**src/verilog/cu_bundles_pkg.sv**
```systemverilog
`default_nettype none

package cu_bundles_pkg;

// ------------------------------
// Sizes
// ------------------------------
// Bundles served by one compute unit
localparam int NUM_BUNDLES = 4;
// Bundle ID width, NUM_BUNDLES is a power of two
localparam int BUNDLE_ID_W = $clog2(NUM_BUNDLES);
localparam int ADDR_W      = 32;
localparam int DATA_W      = 32;

// ------------------------------
// FIFO thresholds
// ------------------------------
// Entries per packet FIFO, a power of two
localparam int FIFO_DEPTH  = 16;
localparam int FIFO_PTR_W  = $clog2(FIFO_DEPTH);
// Almost-full level, four entries of margin
localparam int PROG_THRESH = 12;

// ------------------------------
// Packets
// ------------------------------
typedef enum logic {
    CMD_READ  = 1'b0,
    CMD_WRITE = 1'b1
} mem_cmd_e;

// Request as a bundle issues it
typedef struct packed {
    mem_cmd_e          cmd;
    logic [ADDR_W-1:0] addr;
    logic [DATA_W-1:0] data;
} bundle_req_t;

// Request toward memory, ID on top
typedef struct packed {
    logic [BUNDLE_ID_W-1:0] id;
    bundle_req_t            req;
} mem_req_t;

// Response from memory, ID picks the bundle
typedef struct packed {
    logic [BUNDLE_ID_W-1:0] id;
    logic [DATA_W-1:0]      data;
} mem_resp_t;

endpackage : cu_bundles_pkg

`default_nettype wire

```
**src/verilog/packet_fifo.sv**
```systemverilog
`default_nettype none
`timescale 1ns/10ps

module packet_fifo #(
    parameter type payload_t = logic
) (
    input  logic     ap_clk,
    input  logic     areset_cu_bundles,
    input  logic     push_i,
    input  payload_t din_i,
    input  logic     pop_i,
    output payload_t dout_o,
    output logic     empty_o,
    output logic     almost_full_o
);

import cu_bundles_pkg::*;

// Storage and pointers
payload_t              mem_q [FIFO_DEPTH];
logic [FIFO_PTR_W-1:0] wr_ptr;
logic [FIFO_PTR_W-1:0] rd_ptr;
logic [FIFO_PTR_W:0]   count;

logic full;
logic do_push;
logic do_pop;

// ------------------------------
// Flags
// ------------------------------
assign full          = (count == (FIFO_PTR_W+1)'(FIFO_DEPTH));
assign empty_o       = (count == '0);
// Rises at PROG_THRESH entries
assign almost_full_o = (count >= (FIFO_PTR_W+1)'(PROG_THRESH));

// Overflow and underflow are dropped
assign do_push = push_i & ~full;
assign do_pop  = pop_i & ~empty_o;

// Show-ahead, head visible with no read latency
assign dout_o = mem_q[rd_ptr];

// ------------------------------
// Pointers and fill level
// ------------------------------
always_ff @(posedge ap_clk) begin
    if (areset_cu_bundles) begin
        wr_ptr <= '0;
        rd_ptr <= '0;
        count  <= '0;
    end
    else begin
        // Pointers wrap on their own at FIFO_DEPTH
        if (do_push) begin
            wr_ptr <= wr_ptr + 1'b1;
        end
        if (do_pop) begin
            rd_ptr <= rd_ptr + 1'b1;
        end
        case ({do_push, do_pop})
            2'b10:   count <= count + 1'b1;
            2'b01:   count <= count - 1'b1;
            default: count <= count;
        endcase
    end
end

// Payload write
always_ff @(posedge ap_clk) begin
    if (do_push) begin
        mem_q[wr_ptr] <= din_i;
    end
end

endmodule : packet_fifo

`default_nettype wire

```
**src/verilog/request_arbiter.sv**
```systemverilog
`default_nettype none
`timescale 1ns/10ps

module request_arbiter (
    input  logic                                   ap_clk,
    input  logic                                   areset_cu_bundles,
    input  logic [cu_bundles_pkg::NUM_BUNDLES-1:0] bundle_req_valid_i,
    input  cu_bundles_pkg::bundle_req_t            bundle_req_i [cu_bundles_pkg::NUM_BUNDLES],
    output logic [cu_bundles_pkg::NUM_BUNDLES-1:0] bundle_req_ready_o,
    input  logic                                   mem_req_ready_i,
    output logic                                   mem_req_valid_o,
    output cu_bundles_pkg::mem_req_t               mem_req_o,
    output logic                                   idle_o
);

import cu_bundles_pkg::*;

// Last granted bundle
logic [BUNDLE_ID_W-1:0] rr_ptr;

// Current pick
logic [BUNDLE_ID_W-1:0] pick_id;
logic                   pick_found;
logic                   grant_valid;

// Output FIFO side
mem_req_t push_pkt;
logic     fifo_empty;
logic     fifo_almost_full;

// ------------------------------
// Round-robin pick
// ------------------------------
// Search starts one past the last grant and wraps
always_comb begin
    logic [BUNDLE_ID_W-1:0] cand;
    pick_found = 1'b0;
    pick_id    = rr_ptr;
    for (int k = 1; k <= NUM_BUNDLES; k++) begin
        cand = rr_ptr + BUNDLE_ID_W'(k);
        if (!pick_found && bundle_req_valid_i[cand]) begin
            pick_found = 1'b1;
            pick_id    = cand;
        end
    end
end

// No grant while the output FIFO is almost full
assign grant_valid = pick_found & ~fifo_almost_full;

// One-hot ready toward the granted bundle
always_comb begin
    for (int i = 0; i < NUM_BUNDLES; i++) begin
        bundle_req_ready_o[i] = grant_valid && (pick_id == BUNDLE_ID_W'(i));
    end
end

// Pointer moves only on a real grant
always_ff @(posedge ap_clk) begin
    if (areset_cu_bundles) begin
        // Bundle 0 first out of reset
        rr_ptr <= BUNDLE_ID_W'(NUM_BUNDLES - 1);
    end
    else if (grant_valid) begin
        rr_ptr <= pick_id;
    end
end

// ------------------------------
// Output FIFO toward memory
// ------------------------------
// Stamp the bundle index as the ID
assign push_pkt = '{id: pick_id, req: bundle_req_i[pick_id]};

packet_fifo #(
    .payload_t(mem_req_t)
) inst_fifo_request_out (
    .ap_clk           (ap_clk           ),
    .areset_cu_bundles(areset_cu_bundles),
    .push_i           (grant_valid      ),
    .din_i            (push_pkt         ),
    .pop_i            (mem_req_ready_i  ),
    .dout_o           (mem_req_o        ),
    .empty_o          (fifo_empty       ),
    .almost_full_o    (fifo_almost_full )
);

// Head is valid whenever something is queued
assign mem_req_valid_o = ~fifo_empty;

// A grant in flight counts as traffic
assign idle_o = fifo_empty & ~grant_valid;

endmodule : request_arbiter

`default_nettype wire

```
**src/verilog/response_router.sv**
```systemverilog
`default_nettype none
`timescale 1ns/10ps

module response_router (
    input  logic                                   ap_clk,
    input  logic                                   areset_cu_bundles,
    input  logic                                   mem_resp_valid_i,
    input  cu_bundles_pkg::mem_resp_t              mem_resp_i,
    output logic                                   mem_resp_full_o,
    input  logic [cu_bundles_pkg::NUM_BUNDLES-1:0] bundle_resp_full_i,
    output logic [cu_bundles_pkg::NUM_BUNDLES-1:0] bundle_resp_valid_o,
    output cu_bundles_pkg::mem_resp_t              bundle_resp_o [cu_bundles_pkg::NUM_BUNDLES],
    output logic                                   idle_o
);

import cu_bundles_pkg::*;

// Head of the input FIFO
mem_resp_t head;
logic      fifo_empty;
logic      head_pop;

// Decoded target of the head
logic [NUM_BUNDLES-1:0] head_sel;

// ------------------------------
// Input FIFO from memory
// ------------------------------
packet_fifo #(
    .payload_t(mem_resp_t)
) inst_fifo_response_in (
    .ap_clk           (ap_clk           ),
    .areset_cu_bundles(areset_cu_bundles),
    .push_i           (mem_resp_valid_i ),
    .din_i            (mem_resp_i       ),
    .pop_i            (head_pop         ),
    .dout_o           (head             ),
    .empty_o          (fifo_empty       ),
    .almost_full_o    (mem_resp_full_o  )
);

// ------------------------------
// Route by ID
// ------------------------------
always_comb begin
    for (int i = 0; i < NUM_BUNDLES; i++) begin
        head_sel[i] = (head.id == BUNDLE_ID_W'(i));
    end
end

// Full target holds the head, and everything behind it
assign head_pop = ~fifo_empty & ~bundle_resp_full_i[head.id];

// One-cycle valid pulse to the target only
always_ff @(posedge ap_clk) begin
    if (areset_cu_bundles) begin
        bundle_resp_valid_o <= '0;
    end
    else if (head_pop) begin
        bundle_resp_valid_o <= head_sel;
    end
    else begin
        bundle_resp_valid_o <= '0;
    end
end

// Per-lane payload, loaded on its own delivery
always_ff @(posedge ap_clk) begin
    for (int i = 0; i < NUM_BUNDLES; i++) begin
        if (head_pop && head_sel[i]) begin
            bundle_resp_o[i] <= head;
        end
    end
end

// Idle once queued, arriving and delivered traffic is gone
assign idle_o = fifo_empty & ~mem_resp_valid_i & ~(|bundle_resp_valid_o);

endmodule : response_router

`default_nettype wire

```
**src/verilog/cu_bundles_status.sv**
```systemverilog
`default_nettype none
`timescale 1ns/10ps

module cu_bundles_status (
    input  logic                                   ap_clk,
    input  logic                                   areset_cu_bundles,
    input  logic [cu_bundles_pkg::NUM_BUNDLES-1:0] bundle_done_i,
    input  logic                                   req_idle_i,
    input  logic                                   resp_idle_i,
    output logic                                   done_o
);

// Every bundle reports done
logic all_done;
// Nothing queued or in flight on either path
logic paths_idle;

assign all_done   = &bundle_done_i;
assign paths_idle = req_idle_i & resp_idle_i;

// ------------------------------
// Registered done
// ------------------------------
// Low through reset, then one cycle behind its inputs
always_ff @(posedge ap_clk) begin
    if (areset_cu_bundles) begin
        done_o <= 1'b0;
    end
    else begin
        // Any done bit dropping or new traffic clears it
        done_o <= all_done & paths_idle;
    end
end

endmodule : cu_bundles_status

`default_nettype wire

```
**src/verilog/cu_bundles.sv**
```systemverilog
`default_nettype none
`timescale 1ns/10ps

module cu_bundles (
    input  logic                                   ap_clk,
    input  logic                                   areset_cu_bundles,
    // Bundle requests
    input  logic [cu_bundles_pkg::NUM_BUNDLES-1:0] bundle_req_valid_i,
    input  cu_bundles_pkg::bundle_req_t            bundle_req_i [cu_bundles_pkg::NUM_BUNDLES],
    output logic [cu_bundles_pkg::NUM_BUNDLES-1:0] bundle_req_ready_o,
    // Memory requests
    input  logic                                   mem_req_ready_i,
    output logic                                   mem_req_valid_o,
    output cu_bundles_pkg::mem_req_t               mem_req_o,
    // Memory responses
    input  logic                                   mem_resp_valid_i,
    input  cu_bundles_pkg::mem_resp_t              mem_resp_i,
    output logic                                   mem_resp_full_o,
    // Bundle responses
    input  logic [cu_bundles_pkg::NUM_BUNDLES-1:0] bundle_resp_full_i,
    output logic [cu_bundles_pkg::NUM_BUNDLES-1:0] bundle_resp_valid_o,
    output cu_bundles_pkg::mem_resp_t              bundle_resp_o [cu_bundles_pkg::NUM_BUNDLES],
    // Status
    input  logic [cu_bundles_pkg::NUM_BUNDLES-1:0] bundle_done_i,
    output logic                                   done_o
);

// Retimed reset shared by all three parts
logic areset_retimed;

// Path idle flags into status
logic req_idle;
logic resp_idle;

// ------------------------------
// Reset retime
// ------------------------------
always_ff @(posedge ap_clk) begin
    areset_retimed <= areset_cu_bundles;
end

// Request path, bundles to memory
request_arbiter inst_request_arbiter (
    .ap_clk            (ap_clk            ),
    .areset_cu_bundles (areset_retimed    ),
    .bundle_req_valid_i(bundle_req_valid_i),
    .bundle_req_i      (bundle_req_i      ),
    .bundle_req_ready_o(bundle_req_ready_o),
    .mem_req_ready_i   (mem_req_ready_i   ),
    .mem_req_valid_o   (mem_req_valid_o   ),
    .mem_req_o         (mem_req_o         ),
    .idle_o            (req_idle          )
);

// Response path, memory to bundles
response_router inst_response_router (
    .ap_clk             (ap_clk             ),
    .areset_cu_bundles  (areset_retimed     ),
    .mem_resp_valid_i   (mem_resp_valid_i   ),
    .mem_resp_i         (mem_resp_i         ),
    .mem_resp_full_o    (mem_resp_full_o    ),
    .bundle_resp_full_i (bundle_resp_full_i ),
    .bundle_resp_valid_o(bundle_resp_valid_o),
    .bundle_resp_o      (bundle_resp_o      ),
    .idle_o             (resp_idle          )
);

// ------------------------------
// Done
// ------------------------------
cu_bundles_status inst_cu_bundles_status (
    .ap_clk           (ap_clk        ),
    .areset_cu_bundles(areset_retimed),
    .bundle_done_i    (bundle_done_i ),
    .req_idle_i       (req_idle      ),
    .resp_idle_i      (resp_idle     ),
    .done_o           (done_o        )
);

endmodule : cu_bundles

`default_nettype wire

```
**config.mk**
```make
export PLATFORM = sky130hd
export DESIGN_NAME = cu_bundles
export DESIGN_NICKNAME = d
export VERILOG_FILES = /design/src/verilog/cu_bundles_pkg.sv /design/src/verilog/packet_fifo.sv /design/src/verilog/request_arbiter.sv /design/src/verilog/response_router.sv /design/src/verilog/cu_bundles_status.sv /design/src/verilog/cu_bundles.sv
export SDC_FILE = /design/constraint.sdc
export NUM_CORES = 1
export LEC_CHECK = 0
export CAP_MARGIN = 20
export CORE_MARGIN = 4
export CORE_UTILIZATION = 65
export DETAILED_ROUTE_END_ITERATION = 8
export DONT_BUFFER_PORTS = 1
export PLACE_DENSITY = 0.81
export SYNTH_ARGS = -nofsm -noshare
export SYNTH_HDL_FRONTEND = slang
export SYNTH_SLANG_ARGS = --single-unit
```
**constraint.sdc**
```tcl
create_clock -name ap_clk -period 23.2 [get_ports ap_clk]
set_input_delay 4.64 -clock ap_clk [delete_from_list [all_inputs] [get_ports ap_clk]]
set_output_delay 4.64 -clock ap_clk [all_outputs]
set_load 0.05 [all_outputs]
```
=== Yosys cells after proc, flatten, opt, wreduce, memory -nomap -nowiden ===
Memory sizes are Yosys's and may differ from the RTL's. A register that Yosys moved wholly into a read port is not among the register bits.
Cells that the tools add are included.
W data, S select, Z words.

* Memory bits (writable): 1616
* Word-level logic and storage cells: 127
* Register bits after elaboration: 170
* Bits of input ports: 310
* Output and inout port bits: 214
* Memories kept: 2

{| class="wikitable"
|+ Memory list
! memory !! depth !! width !! read ports !! clocked after Yosys merged registers in !! wr ports !! RTL line !! text
|-
| inst_request_arbiter.inst_fifo_request_out.mem_q || 16 || 67 || 1 || 1 || 1 || packet_fifo.sv:20 || <nowiki>payload_t mem_q [FIFO_DEPTH];</nowiki>
|-
| inst_response_router.inst_fifo_response_in.mem_q || 16 || 34 || 1 || 1 || 1 || packet_fifo.sv:20 ||
|}

* Bitwise logic cells: 22
* Add/subtract/negate cells: 11
* Reduce and logical (&&, ||, !) cells: 23
* Mux-type cells: 31
* Equality and inequality tests: 12
* Magnitude comparators: 8

{| class="wikitable"
|+ Operators with widths
! cell !! number
|-
| $bmux W65 S2 || 1
|-
| $mux W65 || 2
|-
| $pmux W5 S2 || 2
|-
| $add A4 B1 Y4 const B || 4
|-
| $mux W4 || 4
|-
| $lt A2 B3 Y1 const B || 5
|-
| $mux W1 || 13
|-
| $eq A2 B2 Y1 const B || 6
|-
| $and A1 B1 Y1 || 11
|-
| $logic_and A1 B1 Y1 || 11
|-
| $add A5 B1 Y5 const B || 2
|-
| $bmux W1 S2 || 5
|-
| $eq A5 B5 Y1 const B || 2
|-
| $ge A5 B4 Y1 const B || 2
|-
| $logic_not A5 Y1 || 2
|-
| $not A1 Y1 || 10
|-
| $sub A5 B1 Y5 const B || 2
|-
| $eq A2 B1 Y1 const B || 4
|-
| $mux W2 || 4
|-
| $add A2 B2 Y2 const B || 2
|-
| $logic_not A2 Y1 || 2
|-
| $reduce_and A4 Y1 || 1
|-
| $reduce_bool A2 Y1 || 2
|-
| $reduce_or A4 Y1 || 1
|-
| other kinds (5) || 7
|}

=== Longest topological paths before layout ===
* Word-level depth: 18
* Depth in mapped cells: 16
* Gate-level depth less buffers: 14

=== Modules after synthesis ===
From an unflattened synthesis, not the netlist that was laid out.

* Cells, all modules: 3125
* Area total of the unflattened synthesis: 68982.4 µm²

{| class="wikitable"
|+ By module, submodules not included
! module !! area an instance (µm²) !! cells each !! sequential area each (µm²) !! instances
|-
| packet_fifo at inst_request_arbiter.inst_fifo_request_out || 41005.6 || 1761 || 32531.2 || 1
|-
| packet_fifo at inst_response_router.inst_fifo_response_in || 21326.7 || 958 || 16676.0 || 1
|-
| response_router || 4272.8 || 155 || 4164.0 || 1
|-
| request_arbiter || 2319.7 || 246 || 40.0 || 1
|-
| cu_bundles_status || 37.5 || 4 || 20.0 || 1
|-
| cu_bundles || 20.0 || 1 || 20.0 || 1
|}

=== Worst setup path before layout ===
OpenSTA, ideal clock, no wires.

* Kind: in2out
* From: input bundle_req_valid_i[1] (netlist bit)
* To: output bundle_req_ready_o[0] (netlist bit)
* Stages: 7
* Arrival: 7201 ps
* Data required time: 18560 ps
* Path buffers: 1
* Slack: 11359 ps
* Path through: nor2b_1 > a21oi_1 > nor2_1 > a221oi_1 > clkbuf_1 > inv_1 > nor3_1

{| class="wikitable"
|+ RTL lines
! element !! RTL line !! text
|-
| from (decl) || cu_bundles.sv:8 || <nowiki>input logic [cu_bundles_pkg::NUM_BUNDLES-1:0] bundle_req_valid_i,</nowiki>
|-
| to (decl) || cu_bundles.sv:10 || <nowiki>output logic [cu_bundles_pkg::NUM_BUNDLES-1:0] bundle_req_ready_o,</nowiki>
|}

=== Final worst setup path ===
* From: input bundle_req_valid_i[1] (netlist bit)
* To: output bundle_req_ready_o[2] (netlist bit)

* Word-level cells in the longest chain between the ends: 14
* Elaborated cells on any way between the ends: 25
* Classes of those cells: 1 x eq/ne; 16 x mux; 1 x bitwise; 7 x reduce/logical

{| class="wikitable"
|+ Ends and longest elaborated chain
! element !! RTL line !! text
|-
| $bmux W1 S2 || request_arbiter.sv:41 || <nowiki>if (!pick_found && bundle_req_valid_i[cand]) begin</nowiki>
|-
| $mux W1 (not written as such) || request_arbiter.sv:41 ||
|-
| $mux W1 || request_arbiter.sv:41 ||
|-
| $logic_not A1 Y1 || request_arbiter.sv:41 ||
|-
| $logic_and A1 B1 Y1 || request_arbiter.sv:41 ||
|-
| $mux W1 || request_arbiter.sv:41 ||
|-
| $logic_not A1 Y1 || request_arbiter.sv:41 ||
|-
| $logic_and A1 B1 Y1 || request_arbiter.sv:41 ||
|-
| $mux W1 || request_arbiter.sv:41 ||
|-
| $logic_not A1 Y1 || request_arbiter.sv:41 ||
|-
| $logic_and A1 B1 Y1 || request_arbiter.sv:41 ||
|-
| $mux W2 / $mux W1 (equally long branches) || request_arbiter.sv:41 ||
|-
| $eq A2 B2 Y1 / $and A1 B1 Y1 (equally long branches) || request_arbiter.sv:54, request_arbiter.sv:49 ||
|-
| $logic_and A1 B1 Y1 (*) || request_arbiter.sv:54 || <nowiki>bundle_req_ready_o[i] = grant_valid && (pick_id == BUNDLE_ID_W'(i));</nowiki>
|}

Mark *: on every way between the ends. The rest lies on a longest branch, timed or not. The select of a mux whose other input is x is not followed.

==> out/metrics.cfg <==
[run_status]
status = complete, no violations

[cts]
clk_pin_slew_ps = 60
tritoncts = done
clk_latency_ps = 790
ctsResizeCount = 0
clockBufferDepth = 3
cts_setup_buffers = 0
clock_sinks = 1794
cts_max_level = 4
cts_root_buffer = clkbuf_16
holdBufCountCts = 0
cts_made_buffers = 169

[worst_setup_path]
crit_required_ps = 18560
cpPeakStageDelay_ps = 730
critPathBufInv = 2
worst-path-stages = 7
path_class = in2out
critPathMaxFanout = 46
critPathTopFamily = simple AND/OR/NAND/NOR gates
crit_slowest_cell = nor2_1
r2r_cells = 14
crit_path_start_kind = primary input
critPathCaptureType = primary output
arrival_ps = 7310
crit_chain = nor2b_1, nor3_1, a21oi_1, inv_4, buf_4, nand2_1, nor2_1

[placed_design]
dp_worst_setup_slack_ps = 11330
place_congestion = 0.775
io_buffers = 0
dp_hpwl_um = 85200

[timing]
finalSetupViolCount = 0
rsz0062_at_grt = no
period_needed_ps = 11950
hold_violations = 0
slew_headroom_pct = 20.4
hold_ws_ps = 526
finalCritPeriodShare_pct = 51.5
postLayoutSetupSlackWorst_ps = 11250
drv_slew = 0
fmax_mhz = 83.7
worst_pin_slew_ps = 1190
fin_worst_skew_ps = 46.0
fin_tns_setup_ps = 0

[synthesis]
ys_ff_latch = 1794
syn_nets = 3079
async_flop_share_pct = 0
syn_avg_cell_area_um2 = 24.8
ys_seq_area_share_pct = 78.2
synthCells = 2750
yosysUniqueCellTypes = 48
ys.flop_type = edfxtp_1
synth_edf_count = 1752
ys_warn_count = 0
synth_area_um2 = 68300

[detailed_routing]
drtIter0Drc = 4285
via_count = 31779
drc_errors = 0
wirelength_um = 174000
vias_per_cell = 7.26
ant_nets = 0
drt_first_pass_iters = 8
wl_per_cell_um = 39.7

[floorplanning]
start_util_pct = 65.7
fp.dieH_um = 332
fp.dieW_um = 332
core_um2 = 104000
ios = 524
std_cell_rows = 118
die_area_um2 = 110000

[cells_and_area]
nets = 3175
final_common_cell = edfxtp_1
area_growth_pct = 11.3
final_cell_mix = edfxtp_1 (1752), mux4_2 (565), clkbuf_16 (172)
layout-drive-gt1-share_pct = 31.6

[min_path]
min_path_cells = 2
hold_path.class = reg2reg

[global_route]
first_global_vias = 33723
overflow = 0
grtUsageTotal_pct = 31.9
grt_pass1_wl_um = 250000
antenna_found_initial = 16
grt_max_degree = 75

[power_and_ir_drop]
p_leak_nw = 23.0
finalPower_mw = 8.74
powerDensity_nw_per_um2 = 115
vdd_ir_drop_max_mv = 0.0933

[run]
maxCapViolations = 0

==> Yosys cell counts, types with 2 or more instances <==
master | count | area share (%)
mux4_2 | 565 | 19
a21oi_1 | 16 | 0.12
clkbuf_1 | 92 | 0.51
nor3_1 | 15 | 0.11
nor4_1 | 7 | 0.064
dfxtp_1 | 42 | 1.2
a21o_1 | 3 | 0.033
or4_1 | 2 | 0.022
o21ai_0 | 5 | 0.037
buf_1 | 37 | 0.20
nand2b_1 | 7 | 0.064
clkinv_1 | 2 | 0.011
buf_2 | 9 | 0.066
nand4b_1 | 2 | 0.026
edfxtp_1 | 1752 | 77
xor2_1 | 12 | 0.15
a21boi_1 | 2 | 0.022
nand4_1 | 3 | 0.027
mux2_2 | 6 | 0.099
nand3_1 | 5 | 0.037
or2_2 | 2 | 0.018
xnor2_1 | 7 | 0.090
ha_1 | 18 | 0.33
nand2_1 | 20 | 0.11
nor2b_1 | 6 | 0.055
inv_1 | 15 | 0.082
mux2i_1 | 9 | 0.13
nor2_1 | 64 | 0.35
a221oi_1 | 2 | 0.026
nand3b_1 | 5 | 0.055
==> per-stage QoR <==
stage | cell area, um^2 | std cells | utilization [%]
floorplan | 68300 | 2750 | -
global placement | 70300 | 4050 | 67.6
detailed placement | 70300 | 4051 | 67.6
CTS | 75900 | 4363 | 73.0
global route | 76000 | 4370 | 73.1
finish | 76000 | 4378 | 73.1
==> per-layer routing <==
layer  vias up  wire length, um  track usage [%]
met3       365            18600             7.66
met1     16908            55100             39.7
met5         -               57                0
met4         8             5620             10.2
met2      2403            94300             56.3
li1      12095                -                -
==> where the power goes <==
part	switching, mW	leakage [nW]	internal (mW)
Sequential	0.237	16.2	3.92
Combinational	1.07	4.05	0.684
Clock	1.22	2.74	1.60
Total	2.53	23.0	6.21
==> flip-flops by register name, summed over array words and instances (netlist names), 4 cells and up, named ones only <==
register	cells
inst_response_router.inst_fifo_response_in.mem_q	544
inst_response_router.inst_fifo_response_in.rd_ptr	4
inst_request_arbiter.inst_fifo_request_out.rd_ptr	4
inst_response_router.inst_fifo_response_in.count	5
inst_request_arbiter.inst_fifo_request_out.wr_ptr	4
inst_response_router.bundle_resp_valid_o	4
inst_request_arbiter.inst_fifo_request_out.count	5
inst_response_router.bundle_resp_o	136
inst_request_arbiter.inst_fifo_request_out.mem_q	1072
inst_response_router.inst_fifo_response_in.wr_ptr	4
==> kinds of logic (layout without fill, tap and decap cells) <==
logic type	Yosys count	in the layout	share of synthesized area [%]
and+or+nand+nor	144	144	1.00
muxes	582	582	18.9
xor gates and xnor gates	19	19	0.244
AOI/OAI and AO/OA	35	35	0.355
buffers and inverters	157	394	0.914
other	0	11	0
adders and majority gates	19	19	0.359
DFF	1794	1794	78.2
==> worst min-delay path: stages, from the launching register on <==
cell      delay, ps
dfxtp_1         330
nand2b_1         70
mux2i_1          80
==> layout make-up <==
class | count | area [um^2]
clock inverters | 105 | 1160
repair buffers | 65 | 558
clock buffers | 207 | 4480
multi-input cells | 799 | 14500
flip-flops and latches | 1794 | 53500
diodes | 11 | 27.5
inverters | 17 | 66.3
fillers | 5155 | 27900
well taps | 1380 | 1730
==> worst paths after layout <==
check | from | to | slack, ps
max | bundle_req_valid_i[1] | bundle_req_ready_o[2] | 11250
min | flop | flop | 530
min reg2reg | flop | flop | 530
max reg2reg | flop | flop | 18350
No activity file was read; power rests on OpenSTA's default activity.
